<file path="src/source/loadStore_defs.svh">
`ifndef LOADSTORE_DEFS_SVH
`define LOADSTORE_DEFS_SVH

// Size of the data memory in 32-bit words
`define LSU_MEM_WORDS 1024

// Request queue depth
// The requester also starts with this many request credits
`define LSU_REQ_DEPTH 4

// Response credits held by the unit right after reset
`define LSU_RSP_CREDITS 2

`endif

</file>
<file path="src/source/lsuDataPkg.sv">
`default_nettype none
`include "loadStore_defs.svh"

// Plain vector types for the data path
package lsuDataPkg;

    // One memory word or register value
    typedef logic [31:0] dataWord;

    // Byte address as it comes from the pipeline
    typedef logic [31:0] byteAddress;

    // Word select into the memory bank
    // Taken from the address bits just above the lane bits
    typedef logic [$clog2(`LSU_MEM_WORDS)-1:0] wordIndex;

    // Byte position inside a word, lane 0 holds bits 7:0
    typedef logic [1:0] laneOffset;

    // Write mask with one bit per byte lane
    typedef logic [3:0] byteEnable;

endpackage

`default_nettype wire

</file>
<file path="src/source/lsuProtocolPkg.sv">
`default_nettype none

// Request, internal access and response formats of the unit
package lsuProtocolPkg;
    import lsuDataPkg::*;

    // Memory operations, stores first
    typedef enum logic [2:0] {
        opStoreWord  = 3'd0,    // sw
        opStoreHalf  = 3'd1,    // sh
        opStoreByte  = 3'd2,    // sb
        opLoadWord   = 3'd3,    // lw
        opLoadHalf   = 3'd4,    // lh, sign extended
        opLoadHalfU  = 3'd5,    // lhu
        opLoadByte   = 3'd6,    // lb, sign extended
        opLoadByteU  = 3'd7     // lbu
    } accessOp;

    // What the pipeline hands in
    typedef struct packed {
        accessOp    op;
        byteAddress address;
        dataWord    writeData;      // Low bits hold the half or byte for narrow stores
    } lsuRequest;

    // Decoded access travelling from decode to execute and on to result
    typedef struct packed {
        accessOp   op;
        wordIndex  index;
        laneOffset lane;
        byteEnable enables;         // Zero for loads
        dataWord   writeData;       // Already moved onto its lane
        logic      misaligned;
    } issuedAccess;

    // What goes back to the pipeline
    typedef struct packed {
        dataWord loadData;          // Extended load value, zero otherwise
        logic    error;             // Misaligned access
        logic    isLoad;
    } lsuResponse;

endpackage

`default_nettype wire

</file>
<file path="src/source/loadAlign.sv">
`timescale 1ns/1ps
`default_nettype none

module loadAlign (
    input  logic                        Clock,
    input  logic                        reset,
    input  lsuDataPkg::dataWord         readWord,
    input  lsuProtocolPkg::issuedAccess accessOut,
    input  logic                        accessOutValid,
    output lsuProtocolPkg::lsuResponse  response,
    output logic                        rspValid
);
    import lsuDataPkg::*;
    import lsuProtocolPkg::*;

    logic [7:0]  laneByte;      // Byte at the access lane
    logic [15:0] laneHalf;      // Half at lane 0 or 2
    dataWord     loadData;
    logic        isLoad;

    assign laneByte = readWord[{accessOut.lane, 3'b000} +: 8];
    assign laneHalf = readWord[{accessOut.lane[1], 4'b0000} +: 16];

    assign isLoad = !(accessOut.op inside {opStoreWord, opStoreHalf, opStoreByte});

    always_comb begin
        case (accessOut.op)
            opLoadWord:  loadData = readWord;
            opLoadHalf:  loadData = {{16{laneHalf[15]}}, laneHalf};
            opLoadHalfU: loadData = {16'b0, laneHalf};
            opLoadByte:  loadData = {{24{laneByte[7]}}, laneByte};
            opLoadByteU: loadData = {24'b0, laneByte};
            default:     loadData = '0;     // Stores carry no data back
        endcase
        if (accessOut.misaligned) begin
            loadData = '0;
        end
    end

    // Response register
    always_ff @(posedge Clock) begin
        if (accessOutValid) begin
            response.loadData <= loadData;
            response.error    <= accessOut.misaligned;
            response.isLoad   <= isLoad;
        end
    end

    always_ff @(posedge Clock) begin
        if (reset) begin
            rspValid <= 1'b0;
        end else begin
            rspValid <= accessOutValid;     // One response per access
        end
    end

endmodule

`default_nettype wire

</file>
<file path="config.mk">
export PLATFORM = sky130hd
export DESIGN_NAME = loadAlign
export DESIGN_NICKNAME = d
export VERILOG_FILES = /design/src/source/lsuDataPkg.sv /design/src/source/lsuProtocolPkg.sv /design/src/source/loadAlign.sv
export VERILOG_INCLUDE_DIRS = /design/src /design/src/source
export SDC_FILE = /design/constraint.sdc
export NUM_CORES = 1
export LEC_CHECK = 0
export ABC_CLOCK_PERIOD_IN_PS = 1400
export BUFFER_PORTS_ARGS = -buffer_cell sky130_fd_sc_hd__buf_2
export CORE_ASPECT_RATIO = 1.75
export CORE_MARGIN = 3
export CORE_UTILIZATION = 25
export DETAILED_ROUTE_END_ITERATION = 10
export GPL_TIMING_DRIVEN = 0
export PLACE_DENSITY = 0.66
export SKIP_LAST_GASP = 1
export SLEW_MARGIN = 15
export SYNTH_ARGS = -nofsm -noshare
export SYNTH_HDL_FRONTEND = slang
export SYNTH_SLANG_ARGS = --single-unit
</file>
<file path="constraint.sdc">
create_clock -name Clock -period 1.4 [get_ports Clock]
set_clock_uncertainty 0.15 [all_clocks]
set_input_delay 0.21 -clock Clock [delete_from_list [all_inputs] [get_ports Clock]]
set_output_delay 0.21 -clock Clock [all_outputs]
set_load 0.01 [all_outputs]
</file>
# --- Word level (Yosys, flattened, before mapping) ---
# Cells that the tools add are included.
totals:
  output_inout_bits: 35
  inputBits: 87
  regBits: 35
classes:
  n_mux: 1
  n_eq_ne: 7
  reduce_logical: 3
  n_shift: 2
op_table:
  columns: ["op", "count"]
  rows:
  - ["one-hot mux 32 bit (5 select lines)", 1]
  - ["variable part select 32 x 6 -> 16 bit", 1]
  - ["variable part select 32 x 6 -> 8 bit", 1]
  - ["== test 3 bit (second input constant)", 4]
  - ["== test 3 x 2 -> 1 bit (second input constant)", 2]
  - ["== test 3 x 1 -> 1 bit (second input constant)", 1]
  - ["zero test 3 bit", 1]
  - ["nonzero test 3 bit", 1]
  - ["zero test 1 bit", 1]

# --- Longest topological paths before layout ---
depth:
  ltp_word: 3
  mapped_depth: 5
  depth_no_buf: 4

# --- Least setup slack after synthesis ---
# No wires, ideal clock.
synth_path:
  kind: "input -> register"
  startpoint: "input accessOut[38] in the netlist's numbering"
  endpoint: "register response[3] in the netlist's numbering, data pin"
  cell_stages: 4
  slack_ps: -124
  arrival_ps: 1108
  n_path_buf: 1
  setup_ps: 266
  path_cell_list: "buf_2 > mux2_2 > a222oi_1 > nor2_1"
synth_between:
  elab_chain_len: 2
synth_rtl:
  columns: ["element", "line_no", "text"]
  rows:
  - ["start: declaration", "loadAlign.sv:8", "input lsuProtocolPkg::issuedAccess accessOut,"]
  - ["variable part select 32 x 6 -> 8 bit or variable part select 32 x 6 -> 16 bit (tied branches)", "loadAlign.sv:21, loadAlign.sv:22", null]
  - ["one-hot mux 32 bit (5 select lines) *", "loadAlign.sv:27", "case (accessOut.op)"]
  - ["end: declaration", "loadAlign.sv:10", "output lsuProtocolPkg::lsuResponse response,"]
# Every way passes the cells marked *; elsewhere a longest branch is shown, timed or not.
# A chain may end at the register's enable or synchronous reset.

# --- Final worst setup path ---
layout_path:
  startpoint: "input accessOut[38] in the netlist's numbering"
  endpoint: "register response[5] in the netlist's numbering, data pin"
# The elaborated chain is that of the path after synthesis.

==> results.md <==
- Status: complete, no violations
- I/O Buffers: 75
- Initial antenna violation count: 0
- Main flop type after synthesis: edfxtp_1
- Met3 Track Usage GR: 2.65%
- Clock Sinks: 35
- Share of post-route cells with drive strength above 1: 46.3%
- Post-synth top area share: 61.0%
- Hold Path Class: in -> reg
- Ys async rst share: 0%
- Tcrit/Tclk final: 95.7%
- Delay of the slowest critical-path stage: 0.34 ns
- Vias: 1483
- Syn Std Cell Area: 1670 um2
- Ys Warns: 0
- CP arrival: 1.22 ns
- DRT Pass-1 Iters: 5
- Bufs on Longest Clock Path: 2
- Routed wire length: 4990 um
- Chip Width: 67.8 um
- Setup TNS: 0 ns
- GR Util All Layers: 13.6%
- # IOs: 122
- Pleak: 0.960 nW
- Max VDD drop: 318 uV
- DIE AREA: 7750 um2
- Area Overhead vs Synth: 41.4%
- Final core utilization: 37.4%
- Htree depth: 2
- Mean post-synth cell area: 11.9 um2
- Number of synthesized flops with an enable pin: 34
- Antenna cell count: 0
- Placed inst area: 2170 um2
- Worst slew pin tran: 0.741 ns
- Count of cell types in the netlist: 27
- Worst setup margin: 0.0604 ns
- Core ar.: 6320 um2
- Final instance area: 2370 um2
- Vias in the first global route: 1475
- Clock slew at reported path FFs: 0.07 ns
- Drt wl/cell: 16.2 um
- Yosys top cell by area: edfxtp_1
- Delay-heaviest family, CP: compound AO/OA/AOI/OAI gates
- Worst Setup End Kind: flop
- Mapped Cells: 140
- GR Util met2: 25.0%
- Dpl hpwl: 3850 um
- Synth cell count leaders: edfxtp_1, a21oi_1, nand2_1
- Crit-path slowest cell: a222oi_1
- Top-count cell post-synth: edfxtp_1
- Startpoint Class: input port
- Synth top area cells: edfxtp_1, a21oi_1, mux2_2, a222oi_1, nand2_1
- Row cnt: 38
- Gp weighted congestion: 0.804
- Final setup violation count: 0
- FMAX: 747 MHz
- CTS buffer count: 5
- Largest net degree at the start of global routing: 36
- Tmin final: 1.34 ns
- Crit-path cells: buf_6 > buf_2 > mux2_4 > a222oi_1 > nor2_1
- Top Usage Layer GRT: met2
- Slew Viols, Final: 0
- Relative slew slack: 50.6%
- Antenna Nets Post-Route: 0
- GR Overflow Total: 0
- RSZ-0062 raised after global routing: true
- Post-synthesis sequential area ratio: 62.2%
- Drt first-iter violations: 95
- Root buf cell: clkbuf_8
- Max_cap viols: 0
- Setup Crit Path Kind: in -> reg
- Post-Syn Nets: 227
- First-pass GRT wire length: 7560 um
- Hold Fails Final Rpt: 0
- Die span in y: 114 um
- Global routing usage on met1: 14.7%
- CP Max Fanout: 5
- Remaining DRCs: 0
- Pwr/cell area: 1000 nW/um2
- Avg Vias per Cell: 4.80
- WP depth: 5
- Initial Util: 26.5%
- Seq cells post-synth: 35
- CP required: 1.28 ns
- Nets: 315
- Worst Hold Depth: 2
- Place WS: -0.344 ns
- Buf+Inv Stages, Crit Path: 2
- TritonCTS clock tree: built
- Hold_ws: 0.0737 ns
[through the flow]
| stage | power [mW] | instances |
|---|---|---|
| 2_1_floorplan | 1.46 | 140 |
| 3_3_place_gp | 1.67 | 295 |
| 3_5_place_dp | 1.67 | 295 |
| 4_1_cts | 2.37 | 307 |
| 5_1_grt | 2.49 | 309 |
| 6_report | 2.37 | 309 |
[where the power goes]
part           internal (mW)  switching, mW
sequential              1.23         0.0165
combinational          0.196          0.234
clock                  0.340          0.349
[flip-flops by register name (all words and copies together) (netlist names)]
name	cells
response	34
rspValid	1
[placed cells by master, fill, tap and decap left out, types with 2 or more instances in the layout]
cell / count
and3_1: 2
edfxtp_1: 34
a222oi_1: 7
nand2b_1: 2
clkbuf_2: 3
buf_8: 2
mux2_2: 5
mux2i_1: 2
clkbuf_1: 3
buf_4: 5
a22oi_1: 6
clkbuf_8: 5
buf_6: 4
dlygate4sd3_1: 2
nand3_1: 2
buf_2: 73
a21oi_1: 24
nor2_1: 11
nor2b_1: 2
clkinv_2: 3
mux2_4: 2
nand2_1: 17
[layout make-up]
cell class	count	area (um2)
fill	659	3960
sequential	35	1040
timing repair buffer	83	479
multi-input combinational	92	593
buffer	10	65.1
clock buffer	5	68.8
clock inverter	3	15.0
tap	80	100
inverter	1	3.75
[cells by family after synthesis]
group / synth area share, %
AO/OA/AOI/OAI: 17.7
AND/OR/NAND/NOR: 10.5
flip-flops: 62.2
buffers and inverters: 3.59
multiplexers: 5.91
[final timing paths]
kind / startpoint / to
min: accessOut[51] / response[0]
max: accessOut[38] / response[5]
[per-layer routing]
metal  vias up  share of wire, %
met5         -                 0
met4         0               1.8
met3         7               5.6
met2        52                57
met1       713                36
li1        711                 -
[what timing repair did]
item	in CTS	in global routing
pin swaps	4	4
buffers inserted	3	2
hold buffers	2	0
resized for setup	3	17
cloned	0	1
hold endpoints to repair	2	0
setup endpoints to repair	20	24
(Power assumes the default switching activity.)
