### src/source/loadStore_defs.svh
`ifndef LOADSTORE_DEFS_SVH
`define LOADSTORE_DEFS_SVH

// Size of the data memory in 32-bit words
`define LSU_MEM_WORDS 1024

// Request queue depth
// The requester also starts with this many request credits
`define LSU_REQ_DEPTH 4

// Response credits held by the unit right after reset
`define LSU_RSP_CREDITS 2

`endif

### src/source/lsuDataPkg.sv
`default_nettype none
`include "loadStore_defs.svh"

// Plain vector types for the data path
package lsuDataPkg;

    // One memory word or register value
    typedef logic [31:0] dataWord;

    // Byte address as it comes from the pipeline
    typedef logic [31:0] byteAddress;

    // Word select into the memory bank
    // Taken from the address bits just above the lane bits
    typedef logic [$clog2(`LSU_MEM_WORDS)-1:0] wordIndex;

    // Byte position inside a word, lane 0 holds bits 7:0
    typedef logic [1:0] laneOffset;

    // Write mask with one bit per byte lane
    typedef logic [3:0] byteEnable;

endpackage

`default_nettype wire

### src/source/lsuProtocolPkg.sv
`default_nettype none

// Request, internal access and response formats of the unit
package lsuProtocolPkg;
    import lsuDataPkg::*;

    // Memory operations, stores first
    typedef enum logic [2:0] {
        opStoreWord  = 3'd0,    // sw
        opStoreHalf  = 3'd1,    // sh
        opStoreByte  = 3'd2,    // sb
        opLoadWord   = 3'd3,    // lw
        opLoadHalf   = 3'd4,    // lh, sign extended
        opLoadHalfU  = 3'd5,    // lhu
        opLoadByte   = 3'd6,    // lb, sign extended
        opLoadByteU  = 3'd7     // lbu
    } accessOp;

    // What the pipeline hands in
    typedef struct packed {
        accessOp    op;
        byteAddress address;
        dataWord    writeData;      // Low bits hold the half or byte for narrow stores
    } lsuRequest;

    // Decoded access travelling from decode to execute and on to result
    typedef struct packed {
        accessOp   op;
        wordIndex  index;
        laneOffset lane;
        byteEnable enables;         // Zero for loads
        dataWord   writeData;       // Already moved onto its lane
        logic      misaligned;
    } issuedAccess;

    // What goes back to the pipeline
    typedef struct packed {
        dataWord loadData;          // Extended load value, zero otherwise
        logic    error;             // Misaligned access
        logic    isLoad;
    } lsuResponse;

endpackage

`default_nettype wire

### src/source/accessDecode.sv
`timescale 1ns/1ps
`default_nettype none
`include "loadStore_defs.svh"

module accessDecode (
    input  logic                        Clock,
    input  logic                        reset,
    input  lsuProtocolPkg::lsuRequest   request,
    input  logic                        reqValid,
    output logic                        reqCredit,
    input  logic                        rspCredit,
    output lsuProtocolPkg::issuedAccess access,
    output logic                        accessValid
);
    import lsuDataPkg::*;
    import lsuProtocolPkg::*;

    localparam int PtrBits    = $clog2(`LSU_REQ_DEPTH);
    localparam int FillBits   = $clog2(`LSU_REQ_DEPTH + 1);
    localparam int CreditBits = $clog2(`LSU_RSP_CREDITS + 1);
    localparam int IndexBits  = $bits(wordIndex);

    lsuRequest             queue [`LSU_REQ_DEPTH];    // Circular request store
    logic [PtrBits-1:0]    writePtr;
    logic [PtrBits-1:0]    readPtr;
    logic [FillBits-1:0]   fill;                      // Entries waiting
    logic [CreditBits-1:0] credits;                   // Response slots the consumer granted
    logic                  pop;
    lsuRequest             head;
    laneOffset             lane;
    byteEnable             enables;
    logic                  misaligned;
    logic                  isStore;

    // Issue only when something waits and its response has somewhere to go
    assign pop  = (fill != '0) && (credits != '0);
    assign head = queue[readPtr];
    assign lane = head.address[1:0];

    assign isStore = head.op inside {opStoreWord, opStoreHalf, opStoreByte};

    always_comb begin
        case (head.op)
            opStoreWord, opLoadWord: begin
                enables    = 4'b1111;
                misaligned = (lane != 2'd0);    // Words only on lane 0
            end
            opStoreHalf, opLoadHalf, opLoadHalfU: begin
                enables    = byteEnable'(4'b0011 << lane);
                misaligned = lane[0];           // Halves on lanes 0 and 2
            end
            default: begin                      // Byte access, any lane is fine
                enables    = byteEnable'(4'b0001 << lane);
                misaligned = 1'b0;
            end
        endcase
        if (!isStore) begin
            enables = '0;   // Loads never write
        end
    end

    // Queue storage
    always_ff @(posedge Clock) begin
        if (reqValid) begin
            queue[writePtr] <= request;
        end
    end

    // Pointers, fill level and credits
    always_ff @(posedge Clock) begin
        if (reset) begin
            writePtr    <= '0;
            readPtr     <= '0;
            fill        <= '0;
            credits     <= CreditBits'(`LSU_RSP_CREDITS);
            reqCredit   <= 1'b0;
            accessValid <= 1'b0;
        end else begin
            if (reqValid) begin
                writePtr <= (writePtr == PtrBits'(`LSU_REQ_DEPTH - 1)) ? '0 : writePtr + 1'b1;
            end
            if (pop) begin
                readPtr <= (readPtr == PtrBits'(`LSU_REQ_DEPTH - 1)) ? '0 : readPtr + 1'b1;
            end
            fill        <= fill + FillBits'(reqValid) - FillBits'(pop);
            credits     <= credits - CreditBits'(pop) + CreditBits'(rspCredit);
            reqCredit   <= pop;     // Freed slot goes back to the requester
            accessValid <= pop;
        end
    end

    // Decoded access register
    always_ff @(posedge Clock) begin
        if (pop) begin
            access.op         <= head.op;
            access.index      <= head.address[IndexBits+1:2];
            access.lane       <= lane;
            access.enables    <= enables;
            access.writeData  <= dataWord'(head.writeData << {lane, 3'b000});
            access.misaligned <= misaligned;
        end
    end

    // Requester must hold a credit for every send
    assert property (@(posedge Clock) disable iff (reset)
        reqValid |-> (fill != FillBits'(`LSU_REQ_DEPTH)));

    // Consumer never hands back more credits than it was given
    assert property (@(posedge Clock) disable iff (reset)
        credits <= CreditBits'(`LSU_RSP_CREDITS));

endmodule

`default_nettype wire

### config.mk
export PLATFORM = sky130hd
export DESIGN_NAME = accessDecode
export DESIGN_NICKNAME = d
export VERILOG_FILES = /design/src/source/lsuDataPkg.sv /design/src/source/lsuProtocolPkg.sv /design/src/source/accessDecode.sv
export VERILOG_INCLUDE_DIRS = /design/src /design/src/source
export SDC_FILE = /design/constraint.sdc
export NUM_CORES = 1
export LEC_CHECK = 0
export CELL_PAD_IN_SITES_DETAIL_PLACEMENT = 1
export CELL_PAD_IN_SITES_GLOBAL_PLACEMENT = 2
export CORE_ASPECT_RATIO = 1.25
export CORE_UTILIZATION = 47
export CTS_CLUSTER_SIZE = 20
export DETAILED_ROUTE_END_ITERATION = 12
export DONT_BUFFER_PORTS = 1
export GPL_TIMING_DRIVEN = 0
export PLACE_DENSITY_LB_ADDON = 0.1
export SYNTH_ARGS = -nofsm -noshare
export SYNTH_HDL_FRONTEND = slang
export SYNTH_SLANG_ARGS = --single-unit
### constraint.sdc
create_clock -name Clock -period 2.9 [get_ports Clock]
set_input_delay 0.145 -clock Clock [delete_from_list [all_inputs] [get_ports Clock]]
set_output_delay 0.145 -clock Clock [all_outputs]
set_load 0.02 [all_outputs]
## Word level (Yosys, flattened, before mapping)

Memories as Yosys holds them, arrays and structs flattened. A register that Yosys moved wholly into a read port is not among the register bits.
Index checks and enable logic that the tools add are counted.

- Input bits: 71
- RAM bits: 268
- Word-level logic and storage cells: 44
- Register bits after elaboration: 62
- Memories: 1

- Muxes and demuxes: 8
- Reductions and logical operators: 8
- Equality and inequality tests: 7
- Shift operators: 3
- $add $sub $neg: 6

Memories:

| memory | words | bits a word | rd ports | clocked after memory_dff | wr ports | line | text |
|---|---|---|---|---|---|---|---|
| queue | 4 | 67 | 1 | 1 | 1 | accessDecode.sv:23 | `` lsuRequest queue [`LSU_REQ_DEPTH]; `` |

Operators with widths:

| kind | number |
|---|---|
| 32-bit by 5-bit << shifter with 32-bit output | 1 |
| 2-bit two-way mux | 4 |
| 4-bit one-hot mux with 2 select lines | 1 |
| 3-bit by 2-bit equality test with 1-bit output, second input constant | 2 |
| 3-bit equality test, second input constant | 2 |
| 3-bit nonzero test | 2 |
| 2-bit by 1-bit adder with 2-bit output, second input constant | 2 |
| 2-bit equality test, second input constant | 2 |
| 2-bit nonzero test | 2 |
| 1-bit by 2-bit << shifter with 4-bit output, first input constant | 1 |
| 2-bit by 2-bit << shifter with 4-bit output, first input constant | 1 |
| 3-bit by 1-bit adder with 3-bit output | 1 |
| 3-bit by 1-bit equality test with 1-bit output, second input constant | 1 |
| 3-bit zero test | 1 |
| 3-bit OR reduction | 1 |
| 3-bit by 1-bit subtractor with 3-bit output | 1 |
| 2-bit by 1-bit adder with 2-bit output | 1 |
| 1-bit two-way mux | 2 |
| 1-bit one-hot mux with 2 select lines | 1 |
| 2-bit OR reduction | 1 |
| 2-bit by 1-bit subtractor with 2-bit output | 1 |
| 1-bit logical AND | 1 |

## Logic depth before layout (Yosys ltp)

Gate-level depths: netlist of the first run.

- Depth after elaboration: 4
- Depth in mapped cells: 7

## Worst setup path after synthesis of the first run

OpenSTA, ideal clock, no wires.

- Path kind: register -> register
- Start: register fill[1]
- End: register access[0] (netlist bit) (enable)
- Clock period less this slack: 2125 ps
- Arrival time: 1719 ps
- Path slack: 775 ps
- Data required time: 2494 ps
- Buffers on the path: 0
- Setup time: 406 ps
- Stages on the path, launching flop included: 4
- Path through: dfxtp_1 -> or3_1 -> o21ai_0 -> inv_1

- Cells in the longest elaborated chain, start to end: 2

Ends and longest elaborated chain:

| element | line | text |
|---|---|---|
| start, declared | accessDecode.sv:26 | `logic [FillBits-1:0] fill;` |
| start signal, assigned | accessDecode.sv:85 | `fill <= fill + FillBits'(reqValid) - FillBits'(pop);` |
| 3-bit nonzero test | accessDecode.sv:36 | `assign pop = (fill != '0) && (credits != '0);` |
| 1-bit logical AND | accessDecode.sv:36 |  |
| net pop | accessDecode.sv:28 | `logic pop;` |
| end, declared | accessDecode.sv:12 | `output lsuProtocolPkg::issuedAccess access,` |

The timed path passes the listed nets, and every way through them passes these cells.
A chain may end at the register's enable or synchronous reset.

==> results.sh, run 1 <==
export IMPL_start_util_pct=48.6
export IMPL_seqPwrFrac_pct=48.7
export IMPL_vias_per_cell=5.33
export IMPL_insertion_delay_ps=530
export IMPL_sw_frac_of_total_pct=31.2
export IMPL_synth_top_area_share_pct=75.4
export IMPL_yosys_cell_types_count=31
export IMPL_pin_count=125
export IMPL_wl_per_cell_microns=21.7
export IMPL_cts_htree_levels=1
export IMPL_ys_seq_area_share_pct=77.9
export IMPL_dieArea_sq_mm=0.0209
export IMPL_gp_congestion=0.721
export IMPL_vdd_ir_drop_max_mv=0.567
export IMPL_worstRegToRegCells=4
export IMPL_root_buffer="clkbuf_16"
export IMPL_grt_overflow=0
export IMPL_clk_path_buf_depth=3
export IMPL_worst_ep_arrival_time_ps=2460
export IMPL_drt_pass1_iterations=4
export IMPL_crit_fanout=10
export IMPL_rrSetupSlack_ps=690
export IMPL_die_x_microns=130
export IMPL_status="finished, final reports clean"
export IMPL_portBuffers=0
export IMPL_worst_slew_pin_slew_ps=718
export IMPL_power_density_mw_per_mm2=1010
export IMPL_intPower_mw=7.87
export IMPL_post_cts_buffers=0
export IMPL_fin_skew_ps=20.3
export IMPL_worstPathRequired_ps=3140
export IMPL_cts_num_sinks=252
export IMPL_grt_pass1_vias=4924
export IMPL_synth_nets=540
export IMPL_setup_violations=0
export IMPL_rr_endpoint="access[41]"
export IMPL_die_y_microns=161
export IMPL_yosysMostFrequentCell="edfxtp_1"
export IMPL_slew_limit_headroom_pct=51.6
export IMPL_combPwrFrac_pct=24.8
export IMPL_vias=4406
export IMPL_rsz0062_at_grt="no"
export IMPL_place_hpwl_mm=11.9
export IMPL_drv_cap=0
export IMPL_switchingPower_mw=3.58
export IMPL_layout_nets=622
export IMPL_cts_inserted_buffers=24
export IMPL_place_area_sq_mm=0.0100
export IMPL_synth_seq_cells=252
export IMPL_worstSetupPathType="reg2reg"
export IMPL_regArea_sq_mm=0.00745
export IMPL_num_rows=57
export IMPL_clkPwrFrac_pct=26.5
export IMPL_synthTopCellsByArea="edfxtp_1 (75%), mux4_2 (11%), dfxtp_1 (2.5%)"
export IMPL_drive_gt1_share_pct=20.0
export IMPL_drt_initial_drc_count=219
export IMPL_fp_coreArea_sq_mm=0.0197
export IMPL_postLayoutCellArea_sq_mm=0.0113
export IMPL_worst_setup_path_end_kind="flop"
export IMPL_fin_crit_sh_pct=76.2
export IMPL_drc_errors=0
export IMPL_synth_edf_count=240
export IMPL_grt_max_degree=43
export IMPL_synth_top_cells_by_count="edfxtp_1 (240), mux4_2 (47), mux2i_1 (19), nor2_1 (19), nand2_1 (16)"
export IMPL_whs_ps=19.1
export IMPL_antenna_found_initial=0
export IMPL_grt_usage_pct=18.1
export IMPL_diodes=0
export IMPL_grt_first_pass_wirelength_mm=28.0
export IMPL_syn_area_per_cell_sq_um=20.7
export IMPL_wl_mm=17.9
export IMPL_cts_tree="yes"
export IMPL_crit_end="access[41]"
export IMPL_worstSetupStartpointType="flop"
export IMPL_hold_viol_final=0
export IMPL_drv_slew=0
export IMPL_async_flop_share_pct=0
export IMPL_synthFlopType="edfxtp_1"
export IMPL_syn_cell_area_sq_mm=0.00956
export IMPL_final_antenna_net_count=0
export IMPL_layout_min_cycle_time_ps=2210
export IMPL_synth_largest_area_cell="edfxtp_1"
export IMPL_synth_cells=461
export IMPL_clkTransAtPathRegs_ps=60
export IMPL_min_path_type="in2reg"
export IMPL_ys_warn_count=0
export IMPL_p_leak_nw=3.74
export IMPL_syn2layout_area_growth_pct=18.0
export IMPL_max_freq_mhz=452
export IMPL_multi_input_area_sq_mm=0.00197
export IMPL_fillerInstances=1742
==> what timing repair did <==
item / CTS / global route
endpoints found under the hold margin: 193 / 0
hold buffers: 51 / 0
gates resized for setup: 0 / 0
==> how the worst min path moves through the flow <==
stage | cells past startpoint | slack (ps) | startpoint | end
2_1_floorplan | 1 | 220 | reset | credits[0]
3_3_place_gp | 1 | 220 | reset | fill[0]
3_5_place_dp | 1 | 220 | reset | credits[0]
4_1_cts | 2 | 6 | reset | readPtr[1]
5_1_grt | 2 | 50 | reset | fill[1]
6_report | 2 | 20 | reset | readPtr[1]
==> cells in the final DEF (no fill, tap or decap), drive strengths merged, types with 2 or more instances in the layout <==
cell type      n
clkinv        10
a21oi         12
or3            4
buf           24
mux4          47
and2          12
nand2b         2
nor2          20
dlygate4sd3   51
nand2         16
inv            5
o21ai         12
ha             7
edfxtp       240
a211oi         8
clkbuf        33
bufinv         2
xnor2          3
nor2b         14
dfxtp         12
mux2i         19
==> power by group through the flow <==
stage | clock (mW) | combinational (mW) | sequential [mW]
global placement | 0 | 2.67 | 5.68
CTS | 3.11 | 2.92 | 5.59
floorplan | 0 | 2.07 | 5.61
finish | 3.03 | 2.83 | 5.58
detailed placement | 0 | 2.81 | 5.67
global route | 3.23 | 3.15 | 5.66
==> sequential cells by signal, indices dropped and copies added (netlist names), named ones only <==
register / count
readPtr: 2
accessValid: 1
writePtr: 2
fill: 3
credits: 2
access: 52
queue: 188
==> metrics by stage <==
step	util, %	instances	power [mW]	setup slack, ps	setup TNS [ps]
finish	57.3	826	11.4	689	0
global route	57.3	826	12.0	508	0
CTS	57.3	826	11.6	612	0
detailed placement	50.8	731	8.48	607	0
global placement	50.3	726	8.36	-147	-22870
floorplan	-	461	7.68	775	0
==> critical path, stage by stage (launching register included) <==
cell and delay [ps]:
dfxtp_1 340, buf_2 290, buf_2 340, buf_1 550, mux4_2 410
==> final cells by class <==
type	instances	area share (%)
clock inverter	13	1.09
sequential	252	66.0
tap	265	2.94
buffer	21	1.20
timing repair buffer	56	5.41
clock buffer	31	5.74
inverter	5	0.166
multi-input combinational	183	17.4
==> cell families after synthesis <==
group	share of synthesized area, %
flip-flops	77.9
AND/OR/NAND/NOR	3.69
multiplexers	13.1
AO/OA/AOI/OAI	2.26
buffers and inverters	1.61
adder cells (fa/ha/maj)	1.13
XOR/XNOR	0.366
==> layer usage <==
layer,vias up,track usage (%),wire length [microns]
li1,2008,-,-
met1,2269,22.6,7490
met2,101,32.0,9400
met3,28,3.54,734
met4,0,4.81,320
met5,-,0,0
Power figures use the tool's default switching activity.
==> run 2: changes to the inputs <==
--- a/config.mk
+++ b/config.mk
@@ -6,10 +6,11 @@
 export SDC_FILE = /design/constraint.sdc
 export NUM_CORES = 1
 export LEC_CHECK = 0
+export ABC_AREA = 1
 export CELL_PAD_IN_SITES_DETAIL_PLACEMENT = 1
 export CELL_PAD_IN_SITES_GLOBAL_PLACEMENT = 2
 export CORE_ASPECT_RATIO = 1.25
-export CORE_UTILIZATION = 47
+export CORE_UTILIZATION = 43
 export CTS_CLUSTER_SIZE = 20
 export DETAILED_ROUTE_END_ITERATION = 12
 export DONT_BUFFER_PORTS = 1
==> constraint.sdc (replaced) <==
create_clock -name Clock -period 2.2 [get_ports Clock]
set_input_delay 0.11 -clock Clock [delete_from_list [all_inputs] [get_ports Clock]]
set_output_delay 0.11 -clock Clock [all_outputs]
set_load 0.02 [all_outputs]
==> run 2 against run 1 <==
Compared with the run above: synthesized area increased by 3.3%; non-clock buffer count increased by 20; sequential share of layout area decreased by 2.3 points; highest routed layer unchanged; routed wire length increased by 40%; synthesized cell count increased by 68%; critical path depth increased by 6; global-route usage increased by 4.0 points; sequential cell count unchanged; first-iteration DRC count increased by 40%; clock power increased by 38%; core utilization decreased by 5.0 points.
==> results.sh, run 2 <==
export IMPL_status="finished, final reports clean"
export IMPL_portBuffers=0
export IMPL_layout_nets=939
export IMPL_regArea_sq_mm=0.00745
export IMPL_synthTopCellsByArea="edfxtp_1 (73%), nand2_1 (6.2%), o21ai_0 (3.2%)"
export IMPL_worst_path_dominant_cell_family="simple AND/OR/NAND/NOR gates"
export IMPL_grt_max_degree=35
export IMPL_fp_coreArea_sq_mm=0.0224
export IMPL_drt_initial_drc_count=306
export IMPL_grt_usage_pct=22.1
export IMPL_synth_largest_area_cell="edfxtp_1"
export IMPL_fillerInstances=2294
export IMPL_grt_pass1_vias=6821
export IMPL_postLayoutCellArea_sq_mm=0.0117
export IMPL_gp_congestion=0.776
export IMPL_synth_edf_count=240
export IMPL_fin_util_pct=52.3
export IMPL_mostFrequentLayoutCells="edfxtp_1 (240), nand2_1 (163), nor2_1 (84)"
export IMPL_cts_htree_levels=1
export IMPL_rrSetupSlack_ps=160
export IMPL_multi_input_area_sq_mm=0.00205
export IMPL_yosysMostFrequentCell="edfxtp_1"
export IMPL_fin_ws_ps=161
export IMPL_drv_cap=0
export IMPL_path_buf_inv=1
export IMPL_synth_top_area_share_pct=73.0
export IMPL_setup_violations=0
export IMPL_insertion_delay_ps=540
export IMPL_worstSetupStartpointType="flop"
export IMPL_worst_slew_pin_slew_ps=791
export IMPL_vias=6210
export IMPL_cp_slowest_cell="fa_2"
export IMPL_path_depth=10
export IMPL_cts_inserted_buffers=26
export IMPL_grt_overflow=0
export IMPL_drt_pass1_iterations=5
export IMPL_whs_path_depth=2
export IMPL_root_buffer="clkbuf_16"
export IMPL_synth_top_cells_by_count="edfxtp_1 (240), nand2_1 (164), nor2_1 (85)"
export IMPL_die_y_microns=171
export IMPL_mostFrequentLayoutCell="edfxtp_1"
export IMPL_cts_num_sinks=252
export IMPL_min_path_type="in2reg"
export IMPL_num_rows=61
export IMPL_cts_tree="yes"
export IMPL_p_leak_nw=4.28
export IMPL_vdd_ir_drop_max_mv=0.883
export IMPL_syn_area_per_cell_sq_um=12.8
export IMPL_grt_first_pass_wirelength_mm=38.1
export IMPL_vias_per_cell=5.33
export IMPL_wl_per_cell_microns=21.5
export IMPL_antenna_found_initial=3
export IMPL_async_flop_share_pct=0
export IMPL_layout_min_cycle_time_ps=2040
export IMPL_hold_viol_final=0
export IMPL_clk_path_buf_depth=3
export IMPL_largest_register_ffs=188
export IMPL_worstPathRequired_ps=2660
export IMPL_drv_slew=0
export IMPL_slew_limit_headroom_pct=47.2
export IMPL_worst_ep_arrival_time_ps=2500
export IMPL_place_ws_ps=-1030
export IMPL_pin_count=125
export IMPL_largestRegisters="queue: 188 flops, access: 52 flops, fill: 3 flops"
export IMPL_ys_warn_count=0
export IMPL_worst_setup_path_end_kind="flop"
export IMPL_ys_seq_area_share_pct=75.4
export IMPL_worstPathCellList="nor2_1, nand2_1, o21ai_4, clkinvlp_4, nand2_2, o31ai_1, ha_2, fa_2, or2_4, a21oi_2"
export IMPL_max_freq_mhz=490
export IMPL_wl_mm=25.0
export IMPL_rsz0062_at_grt="no"
export IMPL_synth_cells=773
export IMPL_syn_cell_area_sq_mm=0.00987
export IMPL_worstRegToRegCells=10
export IMPL_drive_gt1_share_pct=10.9
export IMPL_crit_fanout=4
export IMPL_power_density_mw_per_mm2=1430
export IMPL_yosys_cell_types_count=25
export IMPL_clkTransAtPathRegs_ps=60
export IMPL_dieArea_sq_mm=0.0236
export IMPL_synthFlopType="edfxtp_1"
export IMPL_drc_errors=0
export IMPL_top_register="queue"
export IMPL_place_hpwl_mm=16.5
export IMPL_die_x_microns=138
export IMPL_synth_nets=852
export IMPL_place_area_sq_mm=0.0103
export IMPL_syn2layout_area_growth_pct=18.4
export IMPL_worstSetupPathType="reg2reg"
export IMPL_final_antenna_net_count=0
export IMPL_synth_seq_cells=252
export IMPL_max_stage_delay_ps=340
export IMPL_start_util_pct=44.2
export IMPL_fin_crit_sh_pct=92.7
export IMPL_fin_skew_ps=17.4
## run 2: cell types whose count changed after synthesis, moves of 31 or more
cell / previous run / this run
inv_1: 5 / 36
nor2_1: 19 / 85
nand2_1: 16 / 164
nand3_1: 0 / 43
o21ai_0: 4 / 64
mux4_2: 47 / 0
## run 2: through the flow
stage                     setup TNS (ps)  hold WS (ps)  power (mW)  cells
final                                  0          19.8        16.7   1166
after global routing                   0          54.7        17.7   1166
after CTS                              0          17.7        16.8   1161
after detailed placement          -12520           209        12.4   1060
after global placement           -106830           209        12.2   1056
after floorplan                     -729           209        10.7    773
## run 2: routing by layer
metal  vias up  part of all wire (%)  GRT usage [%]  wire length [microns]
met5         -                     0              0                      0
met4         0                   3.0           8.84                    757
met3        44                   4.0           4.01                   1010
met2       163                    53           40.2                  13300
met1      3096                    40           25.3                   9990
li1       2907                     -              -                      -
## run 2: layout make-up
type | instances | share of cell area [%]
Sequential cell | 252 | 63.7
Multi-Input combinational cell | 442 | 17.5
Clock buffer | 32 | 5.94
Timing Repair Buffer | 57 | 5.16
Tap cell | 283 | 3.03
Buffer | 40 | 2.22
Inverter | 39 | 1.28
Clock inverter | 16 | 0.942
Timing Repair inverter | 2 | 0.107
Antenna cell | 3 | 0.0642
## run 2: what timing repair did
action                                  in CTS  in global routing
hold buffers                                50                  0
endpoints found under the setup margin      61                  3
endpoints found under the hold margin      196                  0
cloned                                       2                  0
setup buffers                                1                  2
gates resized for setup                      2                  1
## run 2: report_power, final
part	switching, mW	leakage (nW)	internal (mW)	total, mW
Clock	1.81	0.391	2.36	4.17
Combinational	3.64	1.55	1.49	5.14
Sequential	0.954	2.34	6.48	7.43
## run 2: path summary, 6_finish.rpt
kind               from     endpoint
min reg2reg  readPtr[1]   readPtr[1]
max             fill[2]      fill[2]
max reg2reg     fill[2]      fill[2]
min            reqValid  queue[1][9]
## run 2: cells by family (layout without fill, tap and decap cells)
group | Yosys count | in the layout | synth area share (%)
simple gates | 297 | 297 | 11.9
flops | 252 | 252 | 75.4
compound gates | 136 | 136 | 7.35
buf+inv | 79 | 186 | 4.11
fa+ha+maj | 8 | 8 | 1.09
xor+xnor | 1 | 1 | 0.0887
other cells | 0 | 3 | 0
==> run 3: changes to the inputs <==
--- a/config.mk
+++ b/config.mk
@@ -10,12 +10,14 @@
 export CELL_PAD_IN_SITES_DETAIL_PLACEMENT = 1
 export CELL_PAD_IN_SITES_GLOBAL_PLACEMENT = 2
 export CORE_ASPECT_RATIO = 1.25
+export CORE_MARGIN = 4
 export CORE_UTILIZATION = 43
 export CTS_CLUSTER_SIZE = 20
 export DETAILED_ROUTE_END_ITERATION = 12
 export DONT_BUFFER_PORTS = 1
 export GPL_TIMING_DRIVEN = 0
 export PLACE_DENSITY_LB_ADDON = 0.1
+export SKIP_CTS_REPAIR_TIMING = 1
 export SYNTH_ARGS = -nofsm -noshare
 export SYNTH_HDL_FRONTEND = slang
 export SYNTH_SLANG_ARGS = --single-unit
==> run 3 against run 2 <==
Compared with the run above: hold slack better by 82 ps; routed wire length up 1.6%; die area up 8.0%; largest cell class unchanged; largest power group unchanged.
==> results.sh, run 3 (synthesis results as in run 2) <==
export IMPL_final_antenna_net_count=0
export IMPL_crit_fanout=4
export IMPL_cp_slowest_cell="dlygate4sd3_1"
export IMPL_place_ws_ps=-1010
export IMPL_hold_viol_final=0
export IMPL_worst_path_dominant_cell_family="buffers and inverters"
export IMPL_whs_ps=102
export IMPL_worst_setup_path_end_kind="flop"
export IMPL_fin_skew_ps=13.9
export IMPL_top_register="queue"
export IMPL_max_stage_delay_ps=570
export IMPL_insertion_delay_ps=530
export IMPL_place_area_sq_mm=0.0103
export IMPL_cts_inserted_buffers=26
export IMPL_setup_tns_ps=0
export IMPL_p_leak_nw=4.35
export IMPL_fin_util_pct=52.6
export IMPL_vias=6132
export IMPL_die_y_microns=177
export IMPL_layout_nets=940
export IMPL_worst_ep_arrival_time_ps=2460
export IMPL_slew_limit_headroom_pct=49.1
export IMPL_status="finished, final reports clean"
export IMPL_antenna_found_initial=0
export IMPL_place_hpwl_mm=16.6
export IMPL_cts_htree_levels=1
export IMPL_drv_cap=0
export IMPL_drv_slew=0
export IMPL_setup_violations=0
export IMPL_grt_overflow=0
export IMPL_mostFrequentLayoutCells="edfxtp_1 (240), nand2_1 (163), nor2_1 (85)"
export IMPL_portBuffers=0
export IMPL_drt_initial_drc_count=329
export IMPL_cts_num_sinks=252
export IMPL_drt_pass1_iterations=5
export IMPL_dieArea_sq_mm=0.0255
export IMPL_fin_crit_sh_pct=93.5
export IMPL_vias_per_cell=5.27
export IMPL_die_x_microns=144
export IMPL_grt_max_degree=59
export IMPL_mostFrequentLayoutCell="edfxtp_1"
export IMPL_syn2layout_area_growth_pct=19.5
export IMPL_path_buf_inv=3
export IMPL_min_path_type="in2reg"
export IMPL_largest_register_ffs=188
export IMPL_worstSetupStartpointType="flop"
export IMPL_power_density_mw_per_mm2=1460
export IMPL_diodes=0
export IMPL_pin_count=125
export IMPL_gp_congestion=0.801
export IMPL_drc_errors=0
export IMPL_grt_usage_pct=19.6
export IMPL_largestRegisters="queue: 188 flops, access: 52 flops, fill: 3 flops"
export IMPL_fin_ws_ps=144
export IMPL_worst_slew_pin_slew_ps=762
export IMPL_drive_gt1_share_pct=11.1
export IMPL_clk_path_buf_depth=3
export IMPL_start_util_pct=44.0
export IMPL_layout_min_cycle_time_ps=2060
export IMPL_fp_coreArea_sq_mm=0.0224
export IMPL_root_buffer="clkbuf_16"
export IMPL_grt_first_pass_wirelength_mm=37.8
export IMPL_vdd_ir_drop_max_mv=0.868
export IMPL_postLayoutCellArea_sq_mm=0.0118
export IMPL_cts_tree="yes"
export IMPL_wl_mm=25.4
export IMPL_wl_per_cell_microns=21.9
export IMPL_max_freq_mhz=486
export IMPL_rsz0062_at_grt="no"
export IMPL_clkTransAtPathRegs_ps=60
export IMPL_worstSetupPathType="reg2reg"
export IMPL_worstPathCellList="nor2_1, nand2_1, o21ai_4, clkinvlp_4, nand2_1, o21ai_0, ha_1, inv_1, nor2_1, dlygate4sd3_1"
export IMPL_grt_pass1_vias=6585
export IMPL_num_rows=61
export IMPL_worstPathRequired_ps=2600
-- run 3: cell types whose count changed in the layout (fill, tap and decap cells not counted), sizes merged --
cell and delta:
dlygate4sd3 +1, inv -1, clkinv -4, clkbuf +3, clkinvlp -2, diode -3, bufinv +4
-- run 3: layout make-up --
cell class | count | area, sq um
Timing Repair inverter | 2 | 12.5
Clock buffer | 35 | 716
Multi-Input combinational cell | 442 | 2050
Buffer | 40 | 262
Timing Repair Buffer | 58 | 626
Tap cell | 283 | 354
Fill cell | 2283 | 10600
Clock inverter | 13 | 186
Inverter | 39 | 150
Sequential cell | 252 | 7450
-- run 3: power breakdown --
part	total (mW)	leakage [nW]	switching (mW)	internal, mW
clock network	4.61	0.443	1.75	2.86
logic	5.21	1.57	3.66	1.55
registers	7.44	2.34	0.961	6.48
-- run 3: metal layers --
layer	track usage (%)	wire length, microns
met5	0	0
met4	5.30	536
met3	4.82	1210
met2	35.4	13400
met1	23.3	10300
-- run 3: final timing paths --
| kind | from | end | slack (ps) | cells after the start |
|---|---|---|---|---|
| max | fill[0] | credits[0] | 140 | 10 |
| min | reqValid | queue[0][18] | 100 | 2 |
| max reg2reg | fill[0] | credits[0] | 140 | 10 |
| min reg2reg | readPtr[1] | readPtr[1] | 520 | 2 |
-- run 3: per-stage QoR --
step / total power, mW / instances
6_report: 17.3 / 1164
3_5_place_dp: 12.5 / 1060
4_1_cts: 17.2 / 1108
2_1_floorplan: 10.7 / 773
5_1_grt: 18.3 / 1164
3_3_place_gp: 12.3 / 1056
